==> src/hw/sig_avg_pkg.sv <==
//////////////////////////////
// widths and sizes shared by the averager
// BINS must be a power of two
// sums carry CW bits of headroom over one sample
//////////////////////////////
`default_nettype none

package sig_avg_pkg;

  //////////////////////////////
  // input stream shape
  //////////////////////////////
  localparam int LANES = 2;   // samples per beat
  localparam int SW    = 14;  // signed sample width

  //////////////////////////////
  // accumulation
  //////////////////////////////
  localparam int CW    = 16;            // pass counter width
  localparam int BINS  = 256;           // longest frame in beats
  localparam int AW    = $clog2(BINS);  // bin address width

  // a sum of 2**CW full scale samples still fits
  localparam int RW    = SW + CW;

endpackage

`default_nettype wire

==> src/hw/lane_ctl_if.sv <==
//////////////////////////////
// per beat control from the sequencer to every lane
// all fields are combinational and valid only while acc is high
//////////////////////////////
`default_nettype none

interface lane_ctl_if;

  //////////////////////////////
  // beat strobe and address
  //////////////////////////////
  logic                                               acc;    // accepted beat
  logic [sig_avg_pkg::AW-1:0]                         adr;    // bin of this beat

  // all lanes travel together, each lane picks its own
  logic [sig_avg_pkg::LANES-1:0][sig_avg_pkg::SW-1:0] smp;

  //////////////////////////////
  // pass and frame flags
  //////////////////////////////
  logic                                               first;  // start sums from zero
  logic                                               last;   // final pass
  logic                                               eof;    // last beat of frame

  // sequencer side
  modport seq (
    output acc,
    output adr,
    output smp,
    output first,
    output last,
    output eof
  );

  // lane side, listen only
  modport lane (
    input  acc,
    input  adr,
    input  smp,
    input  first,
    input  last,
    input  eof
  );

endinterface

`default_nettype wire

==> src/hw/frame_sequencer.sv <==
//////////////////////////////
// input handshake, bin address and pass count
// frames must be 2 to BINS beats long
// cfg_cnt must not change while a run is in progress
//////////////////////////////
`default_nettype none

module frame_sequencer (
  input  logic                                               clk,
  input  logic                                               rst,
  input  logic                                               clr,         // sync clear
  // configuration
  input  logic [sig_avg_pkg::CW-1:0]                         cfg_cnt,     // passes minus one
  // input stream
  input  logic [sig_avg_pkg::LANES-1:0][sig_avg_pkg::SW-1:0] sti_tdata,
  input  logic                                               sti_tlast,
  input  logic                                               sti_tvalid,
  output logic                                               sti_tready,
  // status
  output logic [sig_avg_pkg::CW-1:0]                         sts_cnt,     // passes done
  output logic                                               sts_end,     // run finished
  // lane control
  lane_ctl_if.seq                                            ctl
);

  //////////////////////////////
  // local signals
  //////////////////////////////
  logic                       trn;       // beat accepted this cycle
  logic [sig_avg_pkg::AW-1:0] adr;       // bin address counter
  logic [sig_avg_pkg::CW-1:0] cnt;       // pass counter
  logic                       pass_beg;  // first pass of a run
  logic                       pass_end;  // final pass of a run

  //////////////////////////////
  // handshake
  //////////////////////////////

  // only a clear holds off the source
  assign sti_tready = ~clr;
  assign trn        = sti_tvalid & sti_tready;

  //////////////////////////////
  // bin address
  //////////////////////////////

  // one bin per beat, restart at frame end
  always_ff @(posedge clk) begin
    if (rst || clr) begin
      adr <= '0;
    end else if (trn) begin
      adr <= sti_tlast ? '0 : adr + 1'b1;
    end
  end

  //////////////////////////////
  // pass counter
  //////////////////////////////

  // steps once per frame
  // wraps after the final pass so the next run starts clean
  always_ff @(posedge clk) begin
    if (rst || clr) begin
      cnt <= '0;
    end else if (trn && sti_tlast) begin
      cnt <= pass_end ? '0 : cnt + 1'b1;
    end
  end

  // flags decided once here for all lanes
  assign pass_beg = (cnt == '0);
  assign pass_end = (cnt == cfg_cnt);  // also true on pass 0 when cfg_cnt is 0

  //////////////////////////////
  // status
  //////////////////////////////
  assign sts_cnt = cnt;
  assign sts_end = trn & sti_tlast & pass_end;  // pulse on last beat of final pass

  //////////////////////////////
  // lane control, straight from the accepted beat
  //////////////////////////////
  assign ctl.acc   = trn;
  assign ctl.adr   = adr;
  assign ctl.smp   = sti_tdata;
  assign ctl.first = pass_beg;
  assign ctl.last  = pass_end;
  assign ctl.eof   = sti_tlast;

endmodule

`default_nettype wire

==> src/flat_wrapper.sv <==
// flat-port wrapper written by rule: the top's interface ports become plain ports
module frame_sequencer_flat 
  (clk, rst, clr, cfg_cnt, sti_tdata, sti_tlast, sti_tvalid, sti_tready, sts_cnt, sts_end, ctl_acc, ctl_adr, ctl_smp, ctl_first, ctl_last, ctl_eof);
  lane_ctl_if ctl_i ();
  input  logic clk;
  input  logic rst;
  input  logic clr;
  input  logic [sig_avg_pkg::CW-1:0] cfg_cnt;
  input  logic [sig_avg_pkg::LANES-1:0][sig_avg_pkg::SW-1:0] sti_tdata;
  input  logic sti_tlast;
  input  logic sti_tvalid;
  output logic sti_tready;
  output logic [sig_avg_pkg::CW-1:0] sts_cnt;
  output logic sts_end;
  output wire logic [$bits(ctl_i.acc)-1:0] ctl_acc;
  output wire logic [$bits(ctl_i.adr)-1:0] ctl_adr;
  output wire logic [$bits(ctl_i.smp)-1:0] ctl_smp;
  output wire logic [$bits(ctl_i.first)-1:0] ctl_first;
  output wire logic [$bits(ctl_i.last)-1:0] ctl_last;
  output wire logic [$bits(ctl_i.eof)-1:0] ctl_eof;
  assign ctl_acc = ctl_i.acc;
  assign ctl_adr = ctl_i.adr;
  assign ctl_smp = ctl_i.smp;
  assign ctl_first = ctl_i.first;
  assign ctl_last = ctl_i.last;
  assign ctl_eof = ctl_i.eof;
  frame_sequencer u_core (.clk(clk), .rst(rst), .clr(clr), .cfg_cnt(cfg_cnt), .sti_tdata(sti_tdata), .sti_tlast(sti_tlast), .sti_tvalid(sti_tvalid), .sti_tready(sti_tready), .sts_cnt(sts_cnt), .sts_end(sts_end), .ctl(ctl_i));
endmodule
==> config.mk <==
export PLATFORM = sky130hd
export DESIGN_NAME = frame_sequencer_flat
export DESIGN_NICKNAME = d
export VERILOG_FILES = /design/src/hw/sig_avg_pkg.sv /design/src/hw/lane_ctl_if.sv /design/src/hw/frame_sequencer.sv /design/src/flat_wrapper.sv
export SDC_FILE = /design/constraint.sdc
export NUM_CORES = 1
export LEC_CHECK = 0
export BUFFER_PORTS_ARGS = -buffer_cell sky130_fd_sc_hd__buf_2
export CAP_MARGIN = 20
export CORE_AREA = 3 3 63 65
export CTS_CLUSTER_SIZE = 14
export DETAILED_ROUTE_END_ITERATION = 16
export DIE_AREA = 0 0 66 68
export GPL_TIMING_DRIVEN = 0
export PLACE_DENSITY = 0.84
export SYNTH_ARGS = -nofsm -noshare
export SYNTH_HDL_FRONTEND = slang
export SYNTH_SLANG_ARGS = --single-unit
==> constraint.sdc <==
create_clock -name clk -period 2.4 [get_ports clk]
set_input_delay 0.48 -clock clk [delete_from_list [all_inputs] [get_ports clk]]
set_output_delay 0.48 -clock clk [all_outputs]
set_load 0.01 [all_outputs]
* Word-level counts from Yosys, hierarchy flattened
Cells that the tools add are included.
** Word-level totals
- Latch bits :: 0
- Word-level logic and storage cells :: 14
- Memories :: 0
- Memory bits (writable) :: 0
- Bits in registers :: 24
- Memory bits (read-only) :: 0
- Output and inout port bits :: 58
** Cells by class
- Reductions and logical operators :: 3
- Shift-type cells :: 0
- Bitwise logic cells :: 4
- Div/mod/pow operators :: 0
- Magnitude comparators :: 0
- Eq/ne operators :: 1
- Add/subtract/negate cells :: 2
- Multiplexer cells :: 2
- Multipliers :: 0
** Operators by type and width (count)
- 16-bit by 1-bit adder with 16-bit output (second input constant) :: 1
- 16-bit equality test :: 1
- 16-bit zero test :: 1
- 16-bit two-way mux :: 1
- 8-bit by 1-bit adder with 8-bit output (second input constant) :: 1
- 8-bit two-way mux :: 1
- 1-bit bitwise AND :: 3
- 1-bit logical AND :: 1
- 1-bit logical OR :: 1
- 1-bit NOT :: 1

* Depth between registers and ports, before layout
Gate-level depths: netlist of run 1.
- Depth after elaboration :: 4
- Mapped depth :: 7
- Mapped depth without buffers :: 6

* Worst setup path before layout of run 1
No wires, ideal clock.
- Kind :: input -> output
- Start :: input port cfg_cnt[15] (netlist bit)
- End :: output port sts_end
- Buffers on the path :: 0
- Data required time :: 1.920 ns
- Data arrival time :: 1.348 ns
- Cell stages on the path :: 4
- Path slack :: 0.572 ns
- Cells stage by stage :: xor2_1 -> nor4_1 -> nand4_2 -> nor2_1
** Between the ends
- Word-level cells in the longest chain between the ends :: 2
** Ends and longest elaborated chain
- start, declared :: RTL line flat_wrapper.sv:8 : input logic [sig_avg_pkg::CW-1:0] cfg_cnt;
- 16-bit equality test :: RTL line frame_sequencer.sv:72 : assign pass_end = (cnt == cfg_cnt);
- 1-bit bitwise AND :: RTL line frame_sequencer.sv:78 : assign sts_end = trn & sti_tlast & pass_end;
- end, declared :: RTL line flat_wrapper.sv:14 : output logic sts_end;
Every way passes these cells.

* Worst setup path in the final report of run 1
- Start :: register u_core.cnt, in the netlist u_core.sts_cnt[3]
- End :: output port sts_end
** Between the ends
- Word-level cells in the longest chain between the ends :: 2
** Ends and longest elaborated chain
- start, declared :: RTL line frame_sequencer.sv:31 : logic [sig_avg_pkg::CW-1:0] cnt;
- start signal, assigned :: RTL line frame_sequencer.sv:66 : cnt <= pass_end ? '0 : cnt + 1'b1;
- 16-bit equality test :: RTL line frame_sequencer.sv:72
- 1-bit bitwise AND :: RTL line frame_sequencer.sv:78
Every way passes these cells.

==> results of run 1 <==
## per-stage QoR
step / utilization, % / worst slack (ns) / instance area (µm²) / total power [mW] / hold slack, ns
final: 59.8 / 0.147 / 2030 / 0.699 / 0.462
after detailed placement: 59.0 / 0.316 / 2000 / 0.542 / 0.484
after global routing: 59.8 / 0.000346 / 2030 / 0.734 / 0.455
after global placement: 59.0 / 0.290 / 2000 / 0.539 / 0.466
after CTS: 59.7 / 0.105 / 2020 / 0.707 / 0.448
after floorplan: - / 0.572 / 1550 / 0.490 / 0.502
## worst reg2reg max path, stage by stage (launching register included)
cell and delay, ns:
dfxtp_1 0.33, buf_2 0.16, xor2_1 0.18, nor4_2 0.29, nand4_2 0.23, o21ai_2 0.29, buf_6 0.17, nor2_1 0.05
## registers in the layout, indices dropped and copies added (netlist names)
register / flops
u_core.sts_cnt: 16
u_core.ctl.adr: 8
## placed cells by master, fill, tap and decap left out, types with 3 or more instances in the layout
cell and n:
ha_1 3, nor4_1 4, nand4_1 7, nor2b_1 3, nand3_1 4, nor3_1 5
inv_1 5, xor2_1 24, dfxtp_1 22, nor2_1 24, buf_2 80, nand2_1 13
o21ai_0 3, buf_4 29, a21oi_1 5, clkbuf_4 3, xnor2_1 10
## layer usage
metal  GRT usage [%]  up-vias  wire, µm
met5               0        -         0
met4            6.09        0       101
met3            2.96       10       313
met2            30.0       69      1770
met1            16.2      660      1380
li1                -      752         -
## logic make-up (layout without fill, tap and decap cells)
family,Yosys count,after routing,share of synthesized area [%]
AND/OR/NAND/NOR,76,76,26.3
buffers and inverters,38,119,17.3
XOR/XNOR,34,34,19.2
AO/OA/AOI/OAI,9,9,3.14
adder cells (fa/ha/maj),3,3,2.42
flip-flops,24,24,30.9
multiplexers,1,1,0.645
## power by group
| group | leakage [nW] | internal (mW) | switching (mW) |
|---|---|---|---|
| clock network | 0.0138 | 0.0583 | 0.110 |
| registers | 0.194 | 0.399 | 0.00147 |
| logic | 0.795 | 0.0736 | 0.0567 |
## area by class of cell
type	instances	area, µm²
fillers	308	1360
multi-input cells	123	803
flip-flops and latches	24	483
repair buffers	78	390
plain buffers	33	250
well taps	46	57.6
clock buffers	3	22.5
inverters	5	18.8
## path summary, 6_finish.rpt
check	startpoint	end	slack [ns]	depth (start not counted)
worst min-delay path	rst	u_core.sts_cnt[0]$_SDFFE_PP0P_	0.46	3
worst max register to register	u_core.sts_cnt[3]$_SDFFE_PP0P_	u_core.sts_cnt[3]$_SDFFE_PP0P_	0.61	7
worst max-delay path	u_core.sts_cnt[3]$_SDFFE_PP0P_	sts_end	0.15	6
worst min register to register	u_core.ctl.adr[7]$_SDFFE_PP0N_	u_core.ctl.adr[7]$_SDFFE_PP0N_	0.50	2
## repair_timing
item	CTS	global route
hold buffers	0	0
gates resized for setup	0	2
setup endpoints to repair	0	1
==> results.py, run 1 <==
metrics = {
    "final_layout": {
        "insertedDiodeCount": 0,
        "fin_cells": 312,
        "post_route_cells_drive_above_1_share_pct": 46.6,
        "area_growth_pct": 30.5,
        "nNetsFinal": 320,
    },
    "cts": {
        "cts_buffer_depth": 2,
        "cts_tree": "yes",
        "cts_made_buffers": 3,
        "cts_max_level": 1,
        "clock_latency_ns": 0.30,
        "root_buffer": "clkbuf_4",
        "cts.reportedPaths.clkPinSlew_ns": 0.12,
        "cts.sinks": 24,
        "post_cts_buffers": 0,
    },
    "critical_path": {
        "cpMaxStageDelayCell": "dfxtp_1",
        "cpMostUsedCell": "buf_2",
        "cp.arrival_ns": 1.77,
        "crit_family": "simple AND/OR/NAND/NOR gates",
        "setup.worst_path.class": "flop to primary output",
        "timing.critical_path.buf_inv": 2,
        "critPathLaunchType": "flop",
        "cp_max_fo": 7,
        "cp-end-kind": "primary output",
        "crit_chain": "buf_2, xor2_1, nor4_2, nand4_2, nor2_1, buf_2",
        "critPathRequiredTime_ns": 1.92,
        "max_stage_delay_ns": 0.33,
    },
    "synthesis": {
        "yosysMostFrequentCell": "buf_4",
        "ys_seq_area_share_pct": 30.9,
        "ys_warn_count": 0,
        "yosys-top-cells-count": "buf_4, dfxtp_1, nor2_1, xor2_1, nand2_1",
        "synth-edff-count": 0,
        "synth_area_leaders": "dfxtp_1, buf_4, xor2_1",
        "synth_top_cell_area_share_pct": 30.9,
        "synth_fp_nets": 237,
        "synth_cell_types": 29,
        "synthArstFlopShare_pct": 0,
        "synthCells": 185,
        "syn_area_um2": 1550,
        "syn_area_per_cell_um2": 8.39,
        "synthFlopType": "dfxtp_1",
        "synth_top_cell_by_area": "dfxtp_1",
        "synth-seq-cells": 24,
    },
    "sta": {
        "slew_headroom_pct": 78.3,
        "finalClockSkew_ns": 0.00463,
        "rsz0062_at_grt": "no",
        "post-route-min-period_ns": 2.25,
        "min_period_over_period_pct": 93.9,
        "max_freq_mhz": 444,
        "hold_violations": 0,
        "setup_viol": 0,
        "tightest_slew_ns": 0.322,
        "report.final.slew_viol_count": 0,
        "tns_ns": 0,
    },
    "power_and_ir_drop": {
        "power_density_nw_per_um2": 345,
        "irDropWorstVdd_mv": 0.267,
        "p_leak_nw": 1.00,
    },
    "outcome": {
        "status": "finished, final reports clean",
    },
    "die": {
        "ios": 107,
        "die_area_um2": 4490,
        "start_util_pct": 45.8,
        "core_area_um2": 3390,
        "fp-row-count": 21,
        "die_w_um": 66,
        "die_y_um": 68,
    },
    "grt": {
        "grt_max_degree": 13,
        "grtUsageTotal_pct": 15.4,
        "antenna_found_initial": 0,
        "grt_pass1_wl_mm": 5.58,
        "first_global_vias": 1382,
        "grt_overflow": 0,
    },
    "drt": {
        "detail-route-antenna-nets": 0,
        "drt-wirelength-per-cell_um": 11.4,
        "num_vias": 1491,
        "dr.pass1.iters": 4,
        "drt-total-wl_mm": 3.56,
        "routed_via_density": 4.78,
        "drc": 0,
        "detail_route.iter0.violations": 60,
    },
    "place": {
        "placed_cells": 309,
        "dp_hpwl_mm": 2.97,
        "port_buffers": 78,
        "place.gp.congestion": 0.830,
    },
    "worst_hold_path": {
        "hp-class": "input pin to flop",
    },
    "job": {
        "maxCapViolCount": 0,
    },
}
(Power assumes the default switching activity.)
==> run 2, diff against run 1 <==
--- a/config.mk
+++ b/config.mk
@@ -7,12 +7,12 @@
 export LEC_CHECK = 0
 export BUFFER_PORTS_ARGS = -buffer_cell sky130_fd_sc_hd__buf_2
 export CAP_MARGIN = 20
-export CORE_AREA = 3 3 63 65
+export CORE_AREA = 3 3 66 68
 export CTS_CLUSTER_SIZE = 14
 export DETAILED_ROUTE_END_ITERATION = 16
-export DIE_AREA = 0 0 66 68
+export DIE_AREA = 0 0 69 71
 export GPL_TIMING_DRIVEN = 0
-export PLACE_DENSITY = 0.84
+export PLACE_DENSITY = 0.77
 export SYNTH_ARGS = -nofsm -noshare
 export SYNTH_HDL_FRONTEND = slang
 export SYNTH_SLANG_ARGS = --single-unit
==> constraint.sdc (replaced) <==
create_clock -name clk -period 2.3 [get_ports clk]
set_input_delay 0.46 -clock clk [delete_from_list [all_inputs] [get_ports clk]]
set_output_delay 0.46 -clock clk [all_outputs]
set_load 0.01 [all_outputs]
==> results.py, run 2 (synthesized netlist as in run 1, its figures left out) <==
metrics = {
    "outcome": {
        "status": "finished, final reports clean",
    },
    "grt": {
        "grt_overflow": 0,
        "grtUsageTotal_pct": 14.7,
        "grt_pass1_wl_mm": 6.13,
        "antenna_found_initial": 0,
        "first_global_vias": 1382,
        "grt_max_degree": 14,
    },
    "cts": {
        "root_buffer": "clkbuf_8",
        "cts_max_level": 1,
        "cts.sinks": 24,
        "cts_made_buffers": 3,
        "clock_latency_ns": 0.27,
        "cts_buffer_depth": 2,
        "cts-hold-fix-buffers": 0,
        "cts_tree": "yes",
        "cts.reportedPaths.clkPinSlew_ns": 0.09,
    },
    "critical_path": {
        "r2r_slack_ns": 0.39,
        "cp-end-kind": "primary output",
        "worstRegToRegCells": 8,
        "reg2reg_from": "u_core.sts_cnt[3]$_SDFFE_PP0P_",
        "max_stage_delay_ns": 0.32,
        "cp_max_fo": 7,
        "critPathLaunch": "u_core.sts_cnt[3]$_SDFFE_PP0P_",
        "crit_chain": "buf_2, xor2_1, nor4_2, nand4_2, nor2_1, buf_2",
        "cpMaxStageDelayCell": "dfxtp_1",
        "setup.worst_path.class": "flop to primary output",
        "r2r_end": "u_core.sts_cnt[3]$_SDFFE_PP0P_",
        "critPathRequiredTime_ns": 1.84,
        "cpMostUsedCell": "buf_2",
        "cp.arrival_ns": 1.69,
        "critPathLaunchType": "flop",
        "cp-endpoint": "sts_end",
    },
    "final_layout": {
        "post_route_cells_drive_above_1_share_pct": 46.6,
        "insertedDiodeCount": 0,
        "largest_reg_flops": 16,
        "nNetsFinal": 321,
        "fill_cells": 365,
        "layout_commonest_cell": "buf_2",
        "area_growth_pct": 33.3,
        "multi_input_area_um2": 803,
        "seq_area_um2": 482,
        "final_cell_mix": "buf_2, buf_4, xor2_1, nor2_1, dfxtp_1",
    },
    "die": {
        "ios": 107,
        "die_y_um": 71,
        "core_area_um2": 3910,
        "die_area_um2": 4900,
        "die_w_um": 69,
        "fp-row-count": 23,
        "start_util_pct": 39.7,
    },
    "place": {
        "dp_hpwl_mm": 3.02,
        "port_buffers": 78,
        "place.gp.congestion": 0.815,
    },
    "sta": {
        "hold-worst-slack_ns": 0.477,
        "finalClockSkew_ns": 0.00521,
        "tns_ns": 0,
        "slew_headroom_pct": 78.3,
        "min_period_over_period_pct": 93.6,
        "post-route-min-period_ns": 2.15,
        "tightest_slew_ns": 0.322,
        "report.final.slew_viol_count": 0,
        "setup_viol": 0,
        "max_freq_mhz": 465,
        "hold_violations": 0,
        "rsz0062_at_grt": "no",
    },
    "drt": {
        "detail-route-antenna-nets": 0,
        "num_vias": 1481,
        "drt-wirelength-per-cell_um": 11.8,
        "detail_route.iter0.violations": 50,
        "drt-total-wl_mm": 3.76,
        "routed_via_density": 4.66,
        "dr.pass1.iters": 4,
        "drc": 0,
    },
    "power_and_ir_drop": {
        "swShare_pct": 23.5,
        "power_frac_clock_pct": 34.3,
        "pwr-share-comb_pct": 16.3,
        "p_seq_share_pct": 49.5,
        "internal_power_uw": 646,
        "p_leak_nw": 1.02,
        "irDropWorstVdd_mv": 0.206,
        "p_sw_uw": 198,
        "power_density_nw_per_um2": 408,
    },
    "job": {
        "maxCapViolCount": 0,
    },
    "worst_hold_path": {
        "hp-class": "input pin to flop",
    },
}
-- run 2: worst min path at each step --
stage / from / endpoint / slack [ns] / cells after the start
after floorplan: u_core.ctl.adr[7]$_SDFFE_PP0N_ / u_core.ctl.adr[7]$_SDFFE_PP0N_ / 0.50 / 2
after global placement: u_core.ctl.adr[7]$_SDFFE_PP0N_ / u_core.ctl.adr[7]$_SDFFE_PP0N_ / 0.47 / 2
after detailed placement: u_core.ctl.adr[7]$_SDFFE_PP0N_ / u_core.ctl.adr[7]$_SDFFE_PP0N_ / 0.49 / 2
after CTS: rst / u_core.sts_cnt[1]$_SDFFE_PP0P_ / 0.47 / 3
after global routing: rst / u_core.sts_cnt[1]$_SDFFE_PP0P_ / 0.48 / 3
final: rst / u_core.sts_cnt[1]$_SDFFE_PP0P_ / 0.48 / 3
-- run 2: through the flow --
stage	power [mW]	cells	area [µm²]	setup slack, ns	utilization (%)
final	0.844	318	2070	0.148	52.9
after global routing	0.876	318	2070	0.0313	52.9
after CTS	0.853	317	2060	0.0408	52.7
after detailed placement	0.566	313	2010	0.173	51.2
after global placement	0.564	313	2010	0.196	51.2
after floorplan	0.511	185	1550	0.512	-
-- run 2: area by class of cell --
cell class	instances	area share, %
plain buffers	33	12.1
repair buffers	79	19.2
flip-flops and latches	24	23.3
well taps	50	3.02
inverters	5	0.907
clock buffers	4	2.66
multi-input cells	123	38.8
-- run 2: critical path: cells and delay by family, from the launching register on --
kind / cells / cell delay [ns]
flip-flops: 1 / 0.32
buffers and inverters: 2 / 0.31
AND/OR/NAND/NOR: 3 / 0.62
XOR/XNOR: 1 / 0.18
-- run 2: timing repair --
action / 4_1_cts / 5_1_grt
setup endpoints to repair: 0 / 2
resized for setup: 0 / 1
buffers inserted: 0 / 1
-- run 2: metal layers --
metal / track usage, % / up-vias / part of all wire, %
li1: - / 750 / -
met1: 17.2 / 668 / 41
met2: 26.4 / 59 / 50
met3: 3.41 / 4 / 7.9
met5: 0 / - / 0
met4: 5.21 / 0 / 1.4
-- run 2: power groups by stage --
stage | combinational [mW] | sequential [mW] | clock, mW
2_1_floorplan | 0.0830 | 0.428 | 0
3_3_place_gp | 0.136 | 0.428 | 0
3_5_place_dp | 0.139 | 0.428 | 0
4_1_cts | 0.139 | 0.418 | 0.296
5_1_grt | 0.151 | 0.418 | 0.308
6_report | 0.137 | 0.418 | 0.289
